## src/verilog/mem_uart_params.svh

```systemverilog
// Sizes shared by the memory UART bridge and its testbench
// Data and address widths must be multiples of 4 and at least 8
// MEM_CLKS_PER_BIT must be at least 2, and 16 only suits simulation
// For hardware set it to the clock rate divided by the baud rate
// MEM_FIFO_DEPTH must be a power of two

`ifndef MEM_UART_PARAMS_SVH
`define MEM_UART_PARAMS_SVH

////////////////////
// Word sizes
////////////////////

`define MEM_DATA_WIDTH 32
`define MEM_ADDR_WIDTH 32

////////////////////
// Serial link and buffering
////////////////////

// Clock cycles per UART bit
`define MEM_CLKS_PER_BIT 16

// Bytes buffered between framer and transmitter
`define MEM_FIFO_DEPTH 8

`endif

```

## src/verilog/mem_uart_pkg.sv

```systemverilog
// Types shared by the bridge blocks
// One UART byte is a data nibble in the upper half and a one-hot
// command in the lower half

`default_nettype none

`include "mem_uart_params.svh"

package mem_uart_pkg;

   ////////////////////
   // Frame sizes
   ////////////////////

   // Nibbles per word and per address
   localparam int DATA_NIBBLES = `MEM_DATA_WIDTH / 4;
   localparam int ADDR_NIBBLES = `MEM_ADDR_WIDTH / 4;

   ////////////////////
   // Byte layout
   ////////////////////

   // One-hot command nibble, zero means mid transmission
   typedef enum logic [3:0] {
      CMD_TRANS      = 4'b0000,
      CMD_DATA_START = 4'b0001,
      CMD_ADDR_START = 4'b0010,
      CMD_END_WRITE  = 4'b0100,
      CMD_END_READ   = 4'b1000
   } cmd_t;

   // Nibble sits in bits 7:4, command in bits 3:0
   typedef struct packed {
      logic [3:0] nibble;
      cmd_t       cmd;
   } frame_t;

endpackage

`default_nettype wire

```

## src/verilog/request_framer.sv

```systemverilog
// Serializes one read or write request into command-tagged nibble bytes
// Only one request is handled at a time, a read blocks until its data returns
// Address and data are captured when the request is taken

`timescale 1ns/1ps
`default_nettype none

`include "mem_uart_params.svh"

module request_framer (
   input  wire                         i_clk,
   input  wire                         i_nRst,
   input  wire                         i_read_valid,
   input  wire                         i_write_valid,
   input  wire [`MEM_ADDR_WIDTH-1:0]   i_addr,
   input  wire [`MEM_DATA_WIDTH-1:0]   i_data,
   input  wire                         i_full,
   input  wire                         i_read_done,
   output logic                        o_push,
   output mem_uart_pkg::frame_t        o_frame,
   output logic                        o_write_accept,
   output logic                        o_read_accept
);

   import mem_uart_pkg::*;

   localparam int TOTAL_NIBBLES = ADDR_NIBBLES + DATA_NIBBLES;
   localparam int PTR_W         = $clog2(TOTAL_NIBBLES);

   // Pointer positions that change the command
   localparam logic [PTR_W-1:0] READ_LAST  = PTR_W'(ADDR_NIBBLES - 1);
   localparam logic [PTR_W-1:0] DATA_FIRST = PTR_W'(ADDR_NIBBLES);
   localparam logic [PTR_W-1:0] WRITE_LAST = PTR_W'(TOTAL_NIBBLES - 1);

   typedef enum logic [1:0] {
      S_IDLE,
      S_SEND,
      S_WAIT_READ
   } state_t;

   state_t                                   state_q;
   logic [PTR_W-1:0]                         ptr_q;
   logic                                     is_read_q;
   logic [`MEM_DATA_WIDTH+`MEM_ADDR_WIDTH-1:0] word_q;
   logic [3:0]                               cur_nibble;
   cmd_t                                     cur_cmd;
   logic                                     last_byte;

   // Address sits below data so one pointer walks both in order
   assign cur_nibble = word_q[{ptr_q, 2'b00} +: 4];

   always_comb begin
      if (ptr_q == '0) begin
         cur_cmd = CMD_ADDR_START;
      end else if (is_read_q) begin
         cur_cmd = (ptr_q == READ_LAST) ? CMD_END_READ : CMD_TRANS;
      end else if (ptr_q == DATA_FIRST) begin
         cur_cmd = CMD_DATA_START;
      end else if (ptr_q == WRITE_LAST) begin
         cur_cmd = CMD_END_WRITE;
      end else begin
         cur_cmd = CMD_TRANS;
      end
   end

   assign last_byte = (ptr_q == (is_read_q ? READ_LAST : WRITE_LAST));

   assign o_frame        = '{nibble: cur_nibble, cmd: cur_cmd};
   assign o_push         = (state_q == S_SEND) && !i_full;
   assign o_write_accept = o_push && last_byte && !is_read_q;
   assign o_read_accept  = (state_q == S_WAIT_READ) && i_read_done;

   always_ff @(posedge i_clk or negedge i_nRst) begin
      if (!i_nRst) begin
         state_q   <= S_IDLE;
         ptr_q     <= '0;
         is_read_q <= 1'b0;
      end else begin
         case (state_q)
            S_IDLE: begin
               // Read takes priority when both are requested
               if (i_read_valid || i_write_valid) begin
                  state_q   <= S_SEND;
                  ptr_q     <= '0;
                  is_read_q <= i_read_valid;
               end
            end
            S_SEND: begin
               if (o_push) begin
                  if (last_byte) begin
                     state_q <= is_read_q ? S_WAIT_READ : S_IDLE;
                  end else begin
                     ptr_q <= ptr_q + 1'b1;
                  end
               end
            end
            S_WAIT_READ: begin
               if (i_read_done) begin
                  state_q <= S_IDLE;
               end
            end
            default: state_q <= S_IDLE;
         endcase
      end
   end

   // Request capture
   always_ff @(posedge i_clk) begin
      if (state_q == S_IDLE) begin
         word_q <= {i_data, i_addr};
      end
   end

endmodule

`default_nettype wire

```

## src/verilog/frame_fifo.sv

```systemverilog
// Byte FIFO between the framer and the UART transmitter
// Push when full and pop when empty are dropped
// Read data is combinational from the head entry

`timescale 1ns/1ps
`default_nettype none

`include "mem_uart_params.svh"

module frame_fifo (
   input  wire                   i_clk,
   input  wire                   i_nRst,
   input  wire                   i_push,
   input  wire mem_uart_pkg::frame_t i_frame,
   input  wire                   i_pop,
   output mem_uart_pkg::frame_t  o_frame,
   output logic                  o_full,
   output logic                  o_empty
);

   import mem_uart_pkg::*;

   localparam int DEPTH = `MEM_FIFO_DEPTH;
   localparam int AW    = $clog2(DEPTH);

   frame_t        mem [DEPTH];
   logic [AW:0]   wr_ptr_q;
   logic [AW:0]   rd_ptr_q;
   logic          do_push;
   logic          do_pop;

   // Extra pointer bit tells a full buffer from an empty one
   assign o_empty = (wr_ptr_q == rd_ptr_q);
   assign o_full  = (wr_ptr_q[AW] != rd_ptr_q[AW]) &&
                    (wr_ptr_q[AW-1:0] == rd_ptr_q[AW-1:0]);

   assign do_push = i_push && !o_full;
   assign do_pop  = i_pop && !o_empty;

   assign o_frame = mem[rd_ptr_q[AW-1:0]];

   always_ff @(posedge i_clk or negedge i_nRst) begin
      if (!i_nRst) begin
         wr_ptr_q <= '0;
         rd_ptr_q <= '0;
      end else begin
         if (do_push) begin
            wr_ptr_q <= wr_ptr_q + 1'b1;
         end
         if (do_pop) begin
            rd_ptr_q <= rd_ptr_q + 1'b1;
         end
      end
   end

   // Storage
   always_ff @(posedge i_clk) begin
      if (do_push) begin
         mem[wr_ptr_q[AW-1:0]] <= i_frame;
      end
   end

endmodule

`default_nettype wire

```

## src/verilog/uart_tx.sv

```systemverilog
// 8N1 transmitter, LSB first, fed from the frame FIFO
// Each byte takes exactly 10 bit times, back to back bytes have no idle gap
// Line idles high

`timescale 1ns/1ps
`default_nettype none

`include "mem_uart_params.svh"

module uart_tx (
   input  wire                   i_clk,
   input  wire                   i_nRst,
   input  wire                   i_empty,
   input  wire mem_uart_pkg::frame_t i_frame,
   output logic                  o_pop,
   output logic                  o_tx
);

   localparam int CLKS = `MEM_CLKS_PER_BIT;
   localparam int CW   = $clog2(CLKS);

   logic [CW-1:0] baud_cnt_q;
   logic [3:0]    bit_cnt_q;
   logic [9:0]    shift_q;
   logic          busy_q;
   logic          bit_end;
   logic          frame_end;

   assign bit_end   = busy_q && (baud_cnt_q == CW'(CLKS - 1));
   assign frame_end = bit_end && (bit_cnt_q == 4'd9);

   // Next byte may load during the last cycle of the stop bit
   assign o_pop = (!busy_q || frame_end) && !i_empty;
   assign o_tx  = shift_q[0];

   always_ff @(posedge i_clk or negedge i_nRst) begin
      if (!i_nRst) begin
         baud_cnt_q <= '0;
         bit_cnt_q  <= '0;
         shift_q    <= '1;
         busy_q     <= 1'b0;
      end else if (o_pop) begin
         // Stop bit, byte, start bit
         shift_q    <= {1'b1, i_frame, 1'b0};
         baud_cnt_q <= '0;
         bit_cnt_q  <= '0;
         busy_q     <= 1'b1;
      end else if (frame_end) begin
         busy_q <= 1'b0;
      end else if (bit_end) begin
         baud_cnt_q <= '0;
         bit_cnt_q  <= bit_cnt_q + 1'b1;
         shift_q    <= {1'b1, shift_q[9:1]};
      end else if (busy_q) begin
         baud_cnt_q <= baud_cnt_q + 1'b1;
      end
   end

endmodule

`default_nettype wire

```

## src/verilog/uart_rx.sv

```systemverilog
// 8N1 receiver, LSB first, sampling each bit at its midpoint
// A start bit that is high again at mid-bit, or a low stop bit, drops the byte
// o_byte_valid pulses at the middle of the stop bit

`timescale 1ns/1ps
`default_nettype none

`include "mem_uart_params.svh"

module uart_rx (
   input  wire                   i_clk,
   input  wire                   i_nRst,
   input  wire                   i_rx,
   output mem_uart_pkg::frame_t  o_byte,
   output logic                  o_byte_valid
);

   import mem_uart_pkg::*;

   localparam int CLKS = `MEM_CLKS_PER_BIT;
   localparam int CW   = $clog2(CLKS);

   typedef enum logic [1:0] {
      RX_IDLE,
      RX_START,
      RX_DATA,
      RX_STOP
   } rx_state_t;

   rx_state_t     state_q;
   logic          rx_meta_q;
   logic          rx_sync_q;
   logic          rx_prev_q;
   logic [CW-1:0] cnt_q;
   logic [2:0]    bit_cnt_q;
   logic [7:0]    data_q;
   logic          half_bit;
   logic          full_bit;

   assign half_bit = (cnt_q == CW'(CLKS / 2 - 1));
   assign full_bit = (cnt_q == CW'(CLKS - 1));

   assign o_byte = frame_t'(data_q);

   // Input synchronizer plus one stage for edge detection
   always_ff @(posedge i_clk or negedge i_nRst) begin
      if (!i_nRst) begin
         rx_meta_q <= 1'b1;
         rx_sync_q <= 1'b1;
         rx_prev_q <= 1'b1;
      end else begin
         rx_meta_q <= i_rx;
         rx_sync_q <= rx_meta_q;
         rx_prev_q <= rx_sync_q;
      end
   end

   always_ff @(posedge i_clk or negedge i_nRst) begin
      if (!i_nRst) begin
         state_q      <= RX_IDLE;
         cnt_q        <= '0;
         bit_cnt_q    <= '0;
         o_byte_valid <= 1'b0;
      end else begin
         o_byte_valid <= 1'b0;
         cnt_q        <= cnt_q + 1'b1;
         case (state_q)
            RX_IDLE: begin
               cnt_q <= '0;
               if (rx_prev_q && !rx_sync_q) begin
                  state_q <= RX_START;
               end
            end
            RX_START: begin
               if (half_bit) begin
                  // From here on cnt_q runs in bit periods centred mid-bit
                  cnt_q     <= '0;
                  bit_cnt_q <= '0;
                  state_q   <= rx_sync_q ? RX_IDLE : RX_DATA;
               end
            end
            RX_DATA: begin
               if (full_bit) begin
                  cnt_q     <= '0;
                  bit_cnt_q <= bit_cnt_q + 1'b1;
                  if (bit_cnt_q == 3'd7) begin
                     state_q <= RX_STOP;
                  end
               end
            end
            RX_STOP: begin
               if (full_bit) begin
                  o_byte_valid <= rx_sync_q;
                  state_q      <= RX_IDLE;
               end
            end
            default: state_q <= RX_IDLE;
         endcase
      end
   end

   // Data bits shift in from the top
   always_ff @(posedge i_clk) begin
      if (state_q == RX_DATA && full_bit) begin
         data_q <= {rx_sync_q, data_q[7:1]};
      end
   end

endmodule

`default_nettype wire

```

## src/verilog/read_collector.sv

```systemverilog
// Builds the read response word from received nibble bytes, LSB first
// Mid transmission bytes are ignored until a start of data byte is seen
// A new start of data byte always restarts the word

`timescale 1ns/1ps
`default_nettype none

`include "mem_uart_params.svh"

module read_collector (
   input  wire                         i_clk,
   input  wire                         i_nRst,
   input  wire mem_uart_pkg::frame_t   i_byte,
   input  wire                         i_byte_valid,
   output logic [`MEM_DATA_WIDTH-1:0]  o_data,
   output logic                        o_read_done
);

   import mem_uart_pkg::*;

   localparam int                W      = `MEM_DATA_WIDTH;
   localparam int                CW     = $clog2(DATA_NIBBLES + 1);
   localparam logic [CW-1:0]     N_LAST = CW'(DATA_NIBBLES);

   logic [W-1:0]  word_q;
   logic [W-1:0]  word_next;
   logic [CW-1:0] cnt_q;
   logic [CW-1:0] cnt_next;
   logic          take;

   assign word_next = {i_byte.nibble, word_q[W-1:4]};

   // Zero count means no response in progress
   always_comb begin
      take     = 1'b0;
      cnt_next = cnt_q;
      if (i_byte_valid) begin
         if (i_byte.cmd == CMD_DATA_START) begin
            take     = 1'b1;
            cnt_next = CW'(1);
         end else if (i_byte.cmd == CMD_TRANS && cnt_q != '0) begin
            take     = 1'b1;
            cnt_next = cnt_q + 1'b1;
         end
      end
   end

   always_ff @(posedge i_clk or negedge i_nRst) begin
      if (!i_nRst) begin
         cnt_q       <= '0;
         o_data      <= '0;
         o_read_done <= 1'b0;
      end else begin
         o_read_done <= 1'b0;
         if (take) begin
            if (cnt_next == N_LAST) begin
               cnt_q       <= '0;
               o_data      <= word_next;
               o_read_done <= 1'b1;
            end else begin
               cnt_q <= cnt_next;
            end
         end
      end
   end

   always_ff @(posedge i_clk) begin
      if (take) begin
         word_q <= word_next;
      end
   end

endmodule

`default_nettype wire

```

## src/verilog/mem_uart.sv

```systemverilog
// Memory emulator bridge, parallel requests out over UART to a host script
// Requester holds valid, address and data until the matching accept
// o_data holds the last read word until the next read completes

`timescale 1ns/1ps
`default_nettype none

`include "mem_uart_params.svh"

module mem_uart (
   input  wire                         i_clk,
   input  wire                         i_nRst,
   input  wire [`MEM_ADDR_WIDTH-1:0]   i_addr,
   input  wire [`MEM_DATA_WIDTH-1:0]   i_data,
   input  wire                         i_read_valid,
   input  wire                         i_write_valid,
   output logic [`MEM_DATA_WIDTH-1:0]  o_data,
   output logic                        o_read_accept,
   output logic                        o_write_accept,
   input  wire                         i_uart_rx,
   output logic                        o_uart_tx
);

   import mem_uart_pkg::*;

   frame_t push_frame;
   frame_t head_frame;
   frame_t rx_byte;
   logic   push;
   logic   pop;
   logic   full;
   logic   empty;
   logic   rx_valid;
   logic   read_done;

   ////////////////////
   // Transmit path
   ////////////////////

   request_framer framer_i (
      .i_clk          (i_clk),
      .i_nRst         (i_nRst),
      .i_read_valid   (i_read_valid),
      .i_write_valid  (i_write_valid),
      .i_addr         (i_addr),
      .i_data         (i_data),
      .i_full         (full),
      .i_read_done    (read_done),
      .o_push         (push),
      .o_frame        (push_frame),
      .o_write_accept (o_write_accept),
      .o_read_accept  (o_read_accept)
   );

   frame_fifo fifo_i (
      .i_clk   (i_clk),
      .i_nRst  (i_nRst),
      .i_push  (push),
      .i_frame (push_frame),
      .i_pop   (pop),
      .o_frame (head_frame),
      .o_full  (full),
      .o_empty (empty)
   );

   uart_tx tx_i (
      .i_clk   (i_clk),
      .i_nRst  (i_nRst),
      .i_empty (empty),
      .i_frame (head_frame),
      .o_pop   (pop),
      .o_tx    (o_uart_tx)
   );

   ////////////////////
   // Receive path
   ////////////////////

   uart_rx rx_i (
      .i_clk        (i_clk),
      .i_nRst       (i_nRst),
      .i_rx         (i_uart_rx),
      .o_byte       (rx_byte),
      .o_byte_valid (rx_valid)
   );

   read_collector collector_i (
      .i_clk        (i_clk),
      .i_nRst       (i_nRst),
      .i_byte       (rx_byte),
      .i_byte_valid (rx_valid),
      .o_data       (o_data),
      .o_read_done  (read_done)
   );

endmodule

`default_nettype wire

```

## config.mk

```make
export PLATFORM = sky130hd
export DESIGN_NAME = mem_uart
export DESIGN_NICKNAME = d
export VERILOG_FILES = /design/src/verilog/mem_uart_pkg.sv /design/src/verilog/request_framer.sv /design/src/verilog/frame_fifo.sv /design/src/verilog/uart_tx.sv /design/src/verilog/uart_rx.sv /design/src/verilog/read_collector.sv /design/src/verilog/mem_uart.sv
export VERILOG_INCLUDE_DIRS = /design/src /design/src/verilog
export SDC_FILE = /design/constraint.sdc
export NUM_CORES = 1
export LEC_CHECK = 0
export ABC_AREA = 1
export BUFFER_PORTS_ARGS = -buffer_cell sky130_fd_sc_hd__buf_2
export CAP_MARGIN = 25
export CORE_ASPECT_RATIO = 1.5
export CORE_MARGIN = 5
export CORE_UTILIZATION = 35
export DETAILED_ROUTE_END_ITERATION = 10
export REMOVE_ABC_BUFFERS = 1
export SLEW_MARGIN = 0
export SYNTH_ARGS = -nofsm -noshare
export SYNTH_HDL_FRONTEND = slang
export SYNTH_HIERARCHICAL = 1
export SYNTH_SLANG_ARGS = --single-unit
```

## constraint.sdc

```tcl
create_clock -name i_clk -period 7.2 [get_ports i_clk]
set_input_delay 1.44 -clock i_clk [delete_from_list [all_inputs] [get_ports i_clk]]
set_output_delay 1.44 -clock i_clk [all_outputs]
set_load 0.005 [all_outputs]
```

After elaboration in Yosys (flattened, before gate mapping) --
Memory sizes are Yosys's and may differ from the RTL's. Cells that the tools add are included.
Operators by class: $lt $le $gt $ge 0, add/sub/neg operators 8, shift operators 1, multipliers 0, div/mod/pow operators 0, reduce and logical (&&, ||, !) cells 38, bitwise logic cells 0, multiplexer cells 54, equal/unequal tests 30
Operators by type and width (number):
- 2-to-1 mux 4 bit | 21
- variable part select 64 x 7 -> 4 bit | 1
- 2-to-1 mux 10 bit | 3
- adder 4 x 1 -> 4 bit, second input constant | 7
- equality test 4 bit, second input constant | 6
- 2-to-1 mux 2 bit | 11
- inequality test 2 x 1 -> 1 bit, second input constant | 9
- logical AND 1 bit | 13
- one-hot mux 4 bit (3 select lines) | 1
- 2-to-1 mux 1 bit | 11
- 2-to-1 mux 3 bit | 3
- equality test 4 x 3 -> 1 bit, second input constant | 2
- equality test 4 bit | 2
- zero test 4 bit | 2
- one-hot mux 2 bit (4 select lines) | 1
- one-hot mux 4 bit (2 select lines) | 1
- AND reduction 2 bit | 4
- AND reduction 4 bit | 2
- nonzero test 2 bit | 4
- equality test 2 bit, second input constant | 3
- one-hot mux 2 bit (3 select lines) | 1
- one-hot mux 3 bit (2 select lines) | 1
- zero test 1 bit | 5
- AND reduction 5 bit | 1
- other kinds (12) | 16
Word-level totals: register bits after elaboration 188, output and inout port bits 35, RAM bits 64, word-level logic and storage cells 154, bits of input ports 69, latch bits 0, memory bits (read-only) 0, memories kept 1
Memory list:
- fifo_i.mem | words 8, width 8, rd ports 1, clocked after memory_dff 0, write ports 1, RTL line frame_fifo.sv:26 | frame_t mem [DEPTH];

Logic depth before layout (Yosys ltp) --
Gate-level depths: netlist of run 1.
depth after elaboration 8, mapped depth 14, mapped depth without buffers 12

Modules after synthesis --
Netlist of run 1, hierarchy kept.
By module, submodules not included:
- request_framer | cells an instance 359, area an instance 3339.5 um^2, seq. area each 2097.0 um^2, times used 1
- frame_fifo | cells an instance 269, area an instance 3052.9 um^2, seq. area each 2122.0 um^2, times used 1
- read_collector | cells an instance 222, area an instance 2600.0 um^2, seq. area each 1766.7 um^2, times used 1
- uart_tx | cells an instance 135, area an instance 1057.3 um^2, seq. area each 461.7 um^2, times used 1
- uart_rx | cells an instance 77, area an instance 838.3 um^2, seq. area each 569.3 um^2, times used 1

Least setup slack after synthesis of run 1 --
OpenSTA, ideal clock, no wires.
kind reg-to-reg, start reg framer_i.state_q[1], end reg framer_i.state_q[0], slack 3445 ps, stages on the path, launching flop included 7, buffers on the path 0, arrival 3636 ps, setup time 119 ps, cells stage by stage dfrtp_1 > nor2_1 > nand2_2 > nand2_2 > nor2_2 > nand2_2 > nand2_1
Between the ends: longest elaborated chain between the ends 4, elaborated cells between the ends (all ways) 10, classes of those cells eq/ne: 6; mux: 1; reduce/logical: 3
Ends and longest elaborated chain:
- from (decl) | RTL line request_framer.sv:41 | state_t state_q;
- from (signal assigned) | RTL line request_framer.sv:91 | state_q <= is_read_q ? S_WAIT_READ : S_IDLE;
- equality test 2 x 1 -> 1 bit | RTL line request_framer.sv:69, request_framer.sv:79
- logical AND 1 bit | RTL line request_framer.sv:69 | assign o_push = (state_q == S_SEND) && !i_full;
- inequality test 2 x 1 -> 1 bit (no source line)
- AND reduction 4 bit (no source line)
Several ways; a longest one is shown, not always the timed one. A chain may end at the register's enable or synchronous reset.

Final worst setup path of run 1 --
start reg fifo_i.rd_ptr_q[0], end out o_write_accept
Between the ends: longest elaborated chain between the ends 6
Ends and longest elaborated chain:
- from (decl) | RTL line frame_fifo.sv:28 | logic [AW:0] rd_ptr_q;
- from (signal assigned) | RTL line frame_fifo.sv:51 | rd_ptr_q <= rd_ptr_q + 1'b1;
- equality test 3 bit | RTL line frame_fifo.sv:35 | (wr_ptr_q[AW-1:0] == rd_ptr_q[AW-1:0]);
- logical AND 1 bit | RTL line frame_fifo.sv:34 | assign o_full = (wr_ptr_q[AW] != rd_ptr_q[AW]) &&
- via full | RTL line mem_uart.sv:31 | logic full;
- zero test 1 bit | RTL line request_framer.sv:69
- logical AND 1 bit | RTL line request_framer.sv:69
- logical AND 1 bit (2 in a row) | RTL line request_framer.sv:70 | assign o_write_accept = o_push && last_byte && !is_read_q;
- to (decl) | RTL line mem_uart.sv:19 | output logic o_write_accept,
The timed path passes the listed nets, and every way through them passes these cells.

==> impl_metrics.py, run 1 <==
metrics = {
    "sta": {
        "fin_crit_sh_pct": 57.6,
        "fin_ws_ns": 3.05,
        "hold_viol": 0,
        "setup_violations": 0,
        "tightest_slew_ns": 1.04,
        "fin_skew_ns": 0.0156,
        "fmax_mhz": 241,
        "rsz0062_at_grt": "no",
        "drv_slew": 0,
        "slew_headroom_pct": 30.6,
        "tns_ns": 0,
        "period_minus_slack_ns": 4.15,
    },
    "global_route": {
        "grt_pass1_vias": 7402,
        "overflow": 0,
        "antenna_found_initial": 0,
        "grt_pass1_wl_mm": 36.7,
        "grt_max_degree": 72,
        "grt_use_total_pct": 12.8,
    },
    "die": {
        "die_h_um": 226,
        "die_x_um": 154,
        "fp.dieArea_um2": 34800,
        "fp.coreArea_um2": 30800,
        "fp-row-count": 79,
        "io_pins": 104,
        "initial_core_util_pct": 35.3,
    },
    "route": {
        "drt-wirelength-per-cell_um": 14.2,
        "first_pass_iters": 6,
        "viasPerCell": 4.61,
        "first_iter_violations": 372,
        "routed_wl_mm": 22.5,
        "drc_errors": 0,
        "drtAntennaViolNets": 0,
        "vias": 7279,
    },
    "critical_path": {
        "path_cells": "inv_4 > nand2_1 > nand2_2 > nand4_4 > inv_1 > nor3_1 > buf_2",
        "critPathArrivalTime_ns": 2.71,
        "crit_path_max_incr_delay_ns": 1.03,
        "cpMaxStageDelayCell": "dfrtp_1",
        "worstPathRequired_ns": 5.76,
        "crit_type": "register to primary output",
        "end_kind": "primary output",
        "cp_top_family": "flip-flops",
        "path_max_fanout": 37,
        "start_kind": "register",
        "crit_buf_inv": 3,
    },
    "placed_design": {
        "hpwl_mm": 15.7,
        "port-buffer-count": 103,
        "dp_worst_setup_slack_ns": 3.62,
        "gp_congestion": 0.932,
    },
    "synthesis": {
        "yosys.cell_count.top_type": "nand2_1",
        "ys_dominant_reg_cell": "edfxtp_1",
        "netlist.area_leader.share_pct": 45.2,
        "yosysUniqueCellTypes": 42,
        "yosysWarnings": 6,
        "synth_area_um2": 10900,
        "synth_area_leader_cell": "edfxtp_1",
        "yosysSeqAreaShare_pct": 64.4,
        "synthArstFlopShare_pct": 33.6,
        "synth_edf_count": 164,
        "ys_ff_latch": 247,
        "synth_area_leaders": "edfxtp_1, dfrtp_1, nand2_1, inv_1, nand3_1",
        "synth.avg_cell_area_um2": 10.3,
        "synth_cells": 1062,
        "synth_common_cells": "nand2_1, edfxtp_1, inv_1, nand3_1, dfrtp_1",
    },
    "min_path": {
        "hold_path.class": "register to register",
    },
    "clocking": {
        "cts_resized": 0,
        "clock_latency_ns": 0.53,
        "clock_sinks": 247,
        "htree_levels": 1,
        "tritoncts": "done",
        "cts_setup_buffers": 0,
        "hold_buffers": 0,
        "root_buffer": "clkbuf_16",
        "clk_pin_slew_ns": 0.06,
        "clk_path_buf_depth": 3,
        "cts_made_buffers": 24,
    },
    "cells_and_area": {
        "final_core_util_pct": 40.5,
        "antenna_cells": 0,
        "syn2layout_area_growth_pct": 14.7,
        "final_nets": 1239,
        "drive_above_1_share_pct": 17.9,
    },
    "power_and_ir_drop": {
        "total_power_mw": 4.07,
        "seqPwrFrac_pct": 48.4,
        "clockPowerShare_pct": 30.3,
        "p_leak_nw": 5.76,
        "peakVddDrop_mv": 0.216,
        "pwr-share-comb_pct": 21.3,
        "p_int_mw": 2.80,
        "p_sw_mw": 1.27,
        "switching_share_pct": 31.2,
        "power.density_nw_per_um2": 326,
    },
    "flow_run": {
        "max_cap_viol_count": 0,
    },
    "run_status": {
        "status": "complete, no violations",
    },
}
[sequential cells by signal (all words and copies together), names as in the netlist, named ones only]
register                 flops
tx_i/baud_cnt_q              4
fifo_i/rd_ptr_q              4
collector_i/o_read_done      1
collector_i/o_data          32
rx_i/rx_sync_q               1
tx_i/busy_q                  1
framer_i/is_read_q           1
tx_i/bit_cnt_q               4
rx_i/o_byte_valid            1
framer_i/ptr_q               4
fifo_i/wr_ptr_q              4
framer_i/state_q             2
collector_i/word_q          28
rx_i/state_q                 1
rx_i/rx_prev_q               1
framer_i/word_q             64
rx_i/bit_cnt_q               3
collector_i/cnt_q            4
fifo_i/mem                  64
tx_i/shift_q                 9
rx_i/rx_meta_q               1
rx_i/cnt_q                   4
rx_i/o_byte                  8
[routing by layer]
| layer | part of all wire [%] | track usage, % |
|---|---|---|
| met1 | 38 | 14.6 |
| met2 | 53 | 23.4 |
| met3 | 4.6 | 2.24 |
| met4 | 4.0 | 5.96 |
| met5 | 0 | 0 |
[power by group through the flow]
stage	clock network, mW	registers, mW	logic (mW)
4_1_cts	1.28	1.98	0.888
3_5_place_dp	0	2.01	0.883
3_3_place_gp	0	2.00	0.872
5_1_grt	1.34	2.00	0.999
2_1_floorplan	0	1.97	0.585
6_report	1.23	1.97	0.867
[stage by stage]
step / hold WS, ns / area (µm²) / cells
2_1_floorplan: 0.345 / 10600 / 1022
3_3_place_gp: 0.348 / 11700 / 1535
3_5_place_dp: 0.347 / 11700 / 1536
4_1_cts: 0.356 / 12500 / 1579
5_1_grt: 0.362 / 12500 / 1580
6_report: 0.355 / 12500 / 1580
[area by class of cell]
class / count / area [µm²]
clock buffers: 28 / 647
clock inverters: 15 / 134
fillers: 3084 / 18300
inverters: 142 / 537
multi-input cells: 633 / 3060
flip-flops and latches: 247 / 7020
well taps: 405 / 507
repair buffers: 110 / 591
[cells in the final DEF, fill, tap and decap left out, drive strengths merged, types with 7 or more instances in the layout]
cell	netlist	layout
nand4	45	45
xor2	7	7
ha	12	12
dfrtp	71	71
o21ai	38	38
edfxtp	164	164
o22ai	16	16
nor3	7	7
a21oi	8	8
dfstp	12	12
nand3	78	78
inv	140	140
clkinv	2	11
nand2	340	340
clkbuf	3	28
nor2	74	74
buf	37	110
[final timing paths]
| kind | slack [ns] | start | cells past startpoint | end |
|---|---|---|---|---|
| setup / recovery | 3.05 | fifo_i/rd_ptr_q[0]$_DFFE_PN0P_ | 7 | o_write_accept |
| hold / removal | 0.35 | rx_i/rx_meta_q$_DFF_PN1_ | 0 | rx_i/rx_sync_q$_DFF_PN1_ |
| setup reg to reg | 3.92 | fifo_i/rd_ptr_q[0]$_DFFE_PN0P_ | 8 | fifo_i/mem[2][3]$_DFFE_PP_ |
| hold reg to reg | 0.35 | rx_i/rx_meta_q$_DFF_PN1_ | 0 | rx_i/rx_sync_q$_DFF_PN1_ |
| max in group asynchronous | 5.67 | i_nRst | 3 | rx_i/rx_meta_q$_DFF_PN1_ |
| min in group asynchronous | 0.75 | i_nRst | 1 | collector_i/o_data[6]$_DFFE_PN0P_ |
[cells by family after synthesis]
logic type                 after synthesis  synth area share [%]
and+or+nand+nor                        549                  22.5
buffers and inverters                  182                  7.62
AOI/OAI and AO/OA                       64                  3.37
adders and majority gates               12                  1.38
xor gates and xnor gates                 8                 0.644
DFF                                    247                  64.4
[worst register-to-register path, cell delays in order (launching register included)]
cell and delay (ns):
dfrtp_1 1.03, inv_4 0.29, nand2_1 0.21, nand2_2 0.08
nand4_4 0.15, inv_1 0.09, nor2_1 0.37, nand3_2 0.17
nor2_1 0.52
Note: power is estimated with default switching activity, not from simulation.
==> run 2, diff against run 1 <==
--- a/config.mk
+++ b/config.mk
@@ -6,7 +6,7 @@
 export SDC_FILE = /design/constraint.sdc
 export NUM_CORES = 1
 export LEC_CHECK = 0
-export ABC_AREA = 1
+export ABC_AREA = 0
 export BUFFER_PORTS_ARGS = -buffer_cell sky130_fd_sc_hd__buf_2
 export CAP_MARGIN = 25
 export CORE_ASPECT_RATIO = 1.5
==> constraint.sdc (replaced) <==
create_clock -name i_clk -period 4.3 [get_ports i_clk]
set_input_delay 0.86 -clock i_clk [delete_from_list [all_inputs] [get_ports i_clk]]
set_output_delay 0.86 -clock i_clk [all_outputs]
set_load 0.005 [all_outputs]
==> run 2 against run 1 <==
Against the previous run:
- design area fell by 2.7%
- combinational power fell by 39%
- setup slack got worse by 2.2 ns
- hold slack got worse by 0.0010 ns
- largest cell class unchanged
- highest routed layer unchanged
==> impl_metrics.py, run 2 <==
metrics = {
    "global_route": {
        "grt_use_total_pct": 11.6,
        "overflow": 0,
        "grt_pass1_wl_mm": 31.6,
        "grt_pass1_vias": 6090,
        "antenna_found_initial": 0,
        "grt_max_degree": 60,
    },
    "critical_path": {
        "path_max_fanout": 10,
        "crit_type": "register to primary output",
        "worst_r2r_path_depth": 6,
        "crit_path_max_incr_delay_ns": 0.85,
        "cpMaxStageDelayCell": "nor4_2",
        "critPathArrivalTime_ns": 2.56,
        "start_kind": "register",
        "end_kind": "primary output",
        "worstPathRequired_ns": 3.44,
        "reg2reg_from": "fifo_i/wr_ptr_q[0]$_DFFE_PN0P_",
        "path_cells": "xor2_2 > nor4_2 > nor4_1 > buf_2",
        "r2r-end": "fifo_i/mem[3][0]$_DFFE_PP_",
        "r2r_slack_ns": 1.26,
    },
    "min_path": {
        "hold_depth": 0,
        "min_to": "rx_i/rx_sync_q$_DFF_PN1_",
        "min_from": "rx_i/rx_meta_q$_DFF_PN1_",
        "hold_path.class": "register to register",
    },
    "clocking": {
        "tritoncts": "done",
        "cts_made_buffers": 24,
        "clk_pin_slew_ns": 0.07,
        "cts_setup_buffers": 0,
        "hold_buffers": 0,
        "root_buffer": "clkbuf_16",
        "clock_sinks": 247,
        "clock_latency_ns": 0.52,
        "cts_resized": 0,
        "clk_path_buf_depth": 3,
        "htree_levels": 1,
    },
    "sta": {
        "tns_ns": 0,
        "period_minus_slack_ns": 3.42,
        "fin_skew_ns": 0.0142,
        "hold_viol": 0,
        "slew_headroom_pct": 38.5,
        "drv_slew": 0,
        "setup_violations": 0,
        "rsz0062_at_grt": "no",
        "fin_ws_ns": 0.885,
        "tightest_slew_ns": 0.914,
        "fmax_mhz": 293,
        "hold_slack_ns": 0.354,
        "fin_crit_sh_pct": 79.4,
    },
    "synthesis": {
        "synth_area_um2": 10500,
        "ys_ff_latch": 247,
        "synthArstFlopShare_pct": 33.6,
        "synth_common_cells": "edfxtp_1, dfrtp_1, mux2_4, nor2_1, inv_1",
        "ys_dominant_reg_cell": "edfxtp_1",
        "synth_area_leader_cell": "edfxtp_1",
        "synth_cells": 619,
        "yosysUniqueCellTypes": 80,
        "synth_area_leaders": "edfxtp_1, dfrtp_1, mux2_4, mux4_2, dfstp_2",
        "yosysSeqAreaShare_pct": 67.0,
        "yosysWarnings": 6,
        "synth.avg_cell_area_um2": 16.9,
        "synth_edf_count": 164,
        "netlist.area_leader.share_pct": 47.0,
        "yosys.cell_count.top_type": "edfxtp_1",
    },
    "flow_run": {
        "max_cap_viol_count": 0,
    },
    "route": {
        "drtAntennaViolNets": 0,
        "routed_wl_mm": 18.9,
        "drt-wirelength-per-cell_um": 16.5,
        "first_pass_iters": 5,
        "drc_errors": 0,
        "vias": 5553,
        "viasPerCell": 4.86,
        "first_iter_violations": 333,
    },
    "cells_and_area": {
        "drive_above_1_share_pct": 34.5,
        "final_cell_area_um2": 12200,
        "syn2layout_area_growth_pct": 16.1,
        "final_core_util_pct": 41.2,
        "layout_common_cells": "edfxtp_1, buf_2, dfrtp_1",
        "fin_cells": 1143,
        "layout_commonest_cell": "edfxtp_1",
        "final_nets": 811,
        "antenna_cells": 0,
    },
    "run_status": {
        "status": "complete, no violations",
    },
    "power_and_ir_drop": {
        "power.density_nw_per_um2": 441,
        "p_int_mw": 4.13,
        "pwr-share-comb_pct": 9.8,
        "switching_share_pct": 22.9,
        "p_sw_mw": 1.23,
        "p_leak_nw": 4.71,
        "seqPwrFrac_pct": 50.9,
        "clockPowerShare_pct": 39.3,
        "peakVddDrop_mv": 0.361,
        "total_power_mw": 5.36,
    },
    "die": {
        "fp-row-count": 77,
        "initial_core_util_pct": 35.5,
        "fp.coreArea_um2": 29500,
        "fp.dieArea_um2": 33600,
        "die_x_um": 151,
        "io_pins": 104,
        "die_h_um": 222,
    },
    "placed_design": {
        "placed_cell_area_um2": 11400,
        "post-place-cells": 1098,
        "dp_worst_setup_slack_ns": 1.06,
        "hpwl_mm": 12.6,
        "port-buffer-count": 103,
        "gp_congestion": 0.729,
    },
}
-- run 2: changes by cell type after synthesis, sizes merged, moves of 7 or more --
cell / before / now
mux2: 0 / 42
o21ai: 38 / 7
nand4: 45 / 9
nor2: 74 / 34
nand2: 340 / 24
nand3: 78 / 18
inv: 140 / 28
mux4: 0 / 32
a222oi: 0 / 7
o22ai: 16 / 5
buf: 37 / 26
a31oi: 0 / 12
-- run 2: final cells by class --
type                            instances  area [µm²]
Tap cell                              395         494
Timing Repair Buffer                  117         621
Clock inverter                         11         110
Fill cell                            2738       17300
Multi-Input combinational cell        312        3130
Sequential cell                       247        7020
Clock buffer                           33         686
Inverter                               28         105
-- run 2: worst max-delay path, delay by kind of cell (launching register included) --
kind	cells	cell delay, ns
xor gates and xnor gates	1	0.27
buffers and inverters	1	0.18
DFF	1	0.56
and+or+nand+nor	2	1.01
-- run 2: power groups by stage --
stage,registers [mW],logic (mW),clock network [mW]
after floorplan,2.81,0.310,0
after global placement,2.77,0.543,0
after detailed placement,2.78,0.543,0
after CTS,2.73,0.545,2.18
after global routing,2.74,0.595,2.28
final,2.73,0.527,2.10
-- run 2: kinds of logic after synthesis --
logic type                 count (synthesis)  synth area share [%]
buffers and inverters                     60                  3.26
AOI/OAI and AO/OA                         76                  6.43
muxes                                     77                  13.4
xor gates and xnor gates                  12                  1.43
and+or+nand+nor                          135                  7.10
DFF                                      247                  67.0
adders and majority gates                 12                  1.43
-- run 2: how the worst max path moves through the flow --
stage                                                from                             end  slack [ns]  cells after the start
final                      fifo_i/wr_ptr_q[0]$_DFFE_PN0P_                  o_write_accept        0.88                      4
after global routing       fifo_i/wr_ptr_q[0]$_DFFE_PN0P_                  o_write_accept        0.63                      4
after CTS                  fifo_i/wr_ptr_q[0]$_DFFE_PN0P_                  o_write_accept        0.83                      4
after detailed placement   fifo_i/wr_ptr_q[0]$_DFFE_PN0P_      fifo_i/mem[6][4]$_DFFE_PP_        1.06                      5
after global placement     fifo_i/wr_ptr_q[0]$_DFFE_PN0P_      fifo_i/mem[0][5]$_DFFE_PP_        1.01                      6
after floorplan           framer_i/state_q[0]$_DFFE_PN0P_  framer_i/is_read_q$_DFFE_PN0P_        0.52                      3
-- run 2: per-layer routing --
| metal | GRT usage [%] | wire [µm] | part of all wire [%] | vias up |
|---|---|---|---|---|
| met1 | 13.3 | 7250 | 38 | 2780 |
| li1 | - | - | - | 2632 |
| met2 | 21.5 | 10300 | 55 | 114 |
| met3 | 2.11 | 866 | 4.6 | 27 |
| met4 | 3.83 | 434 | 2.3 | 0 |
| met5 | 0 | 0 | 0 | - |
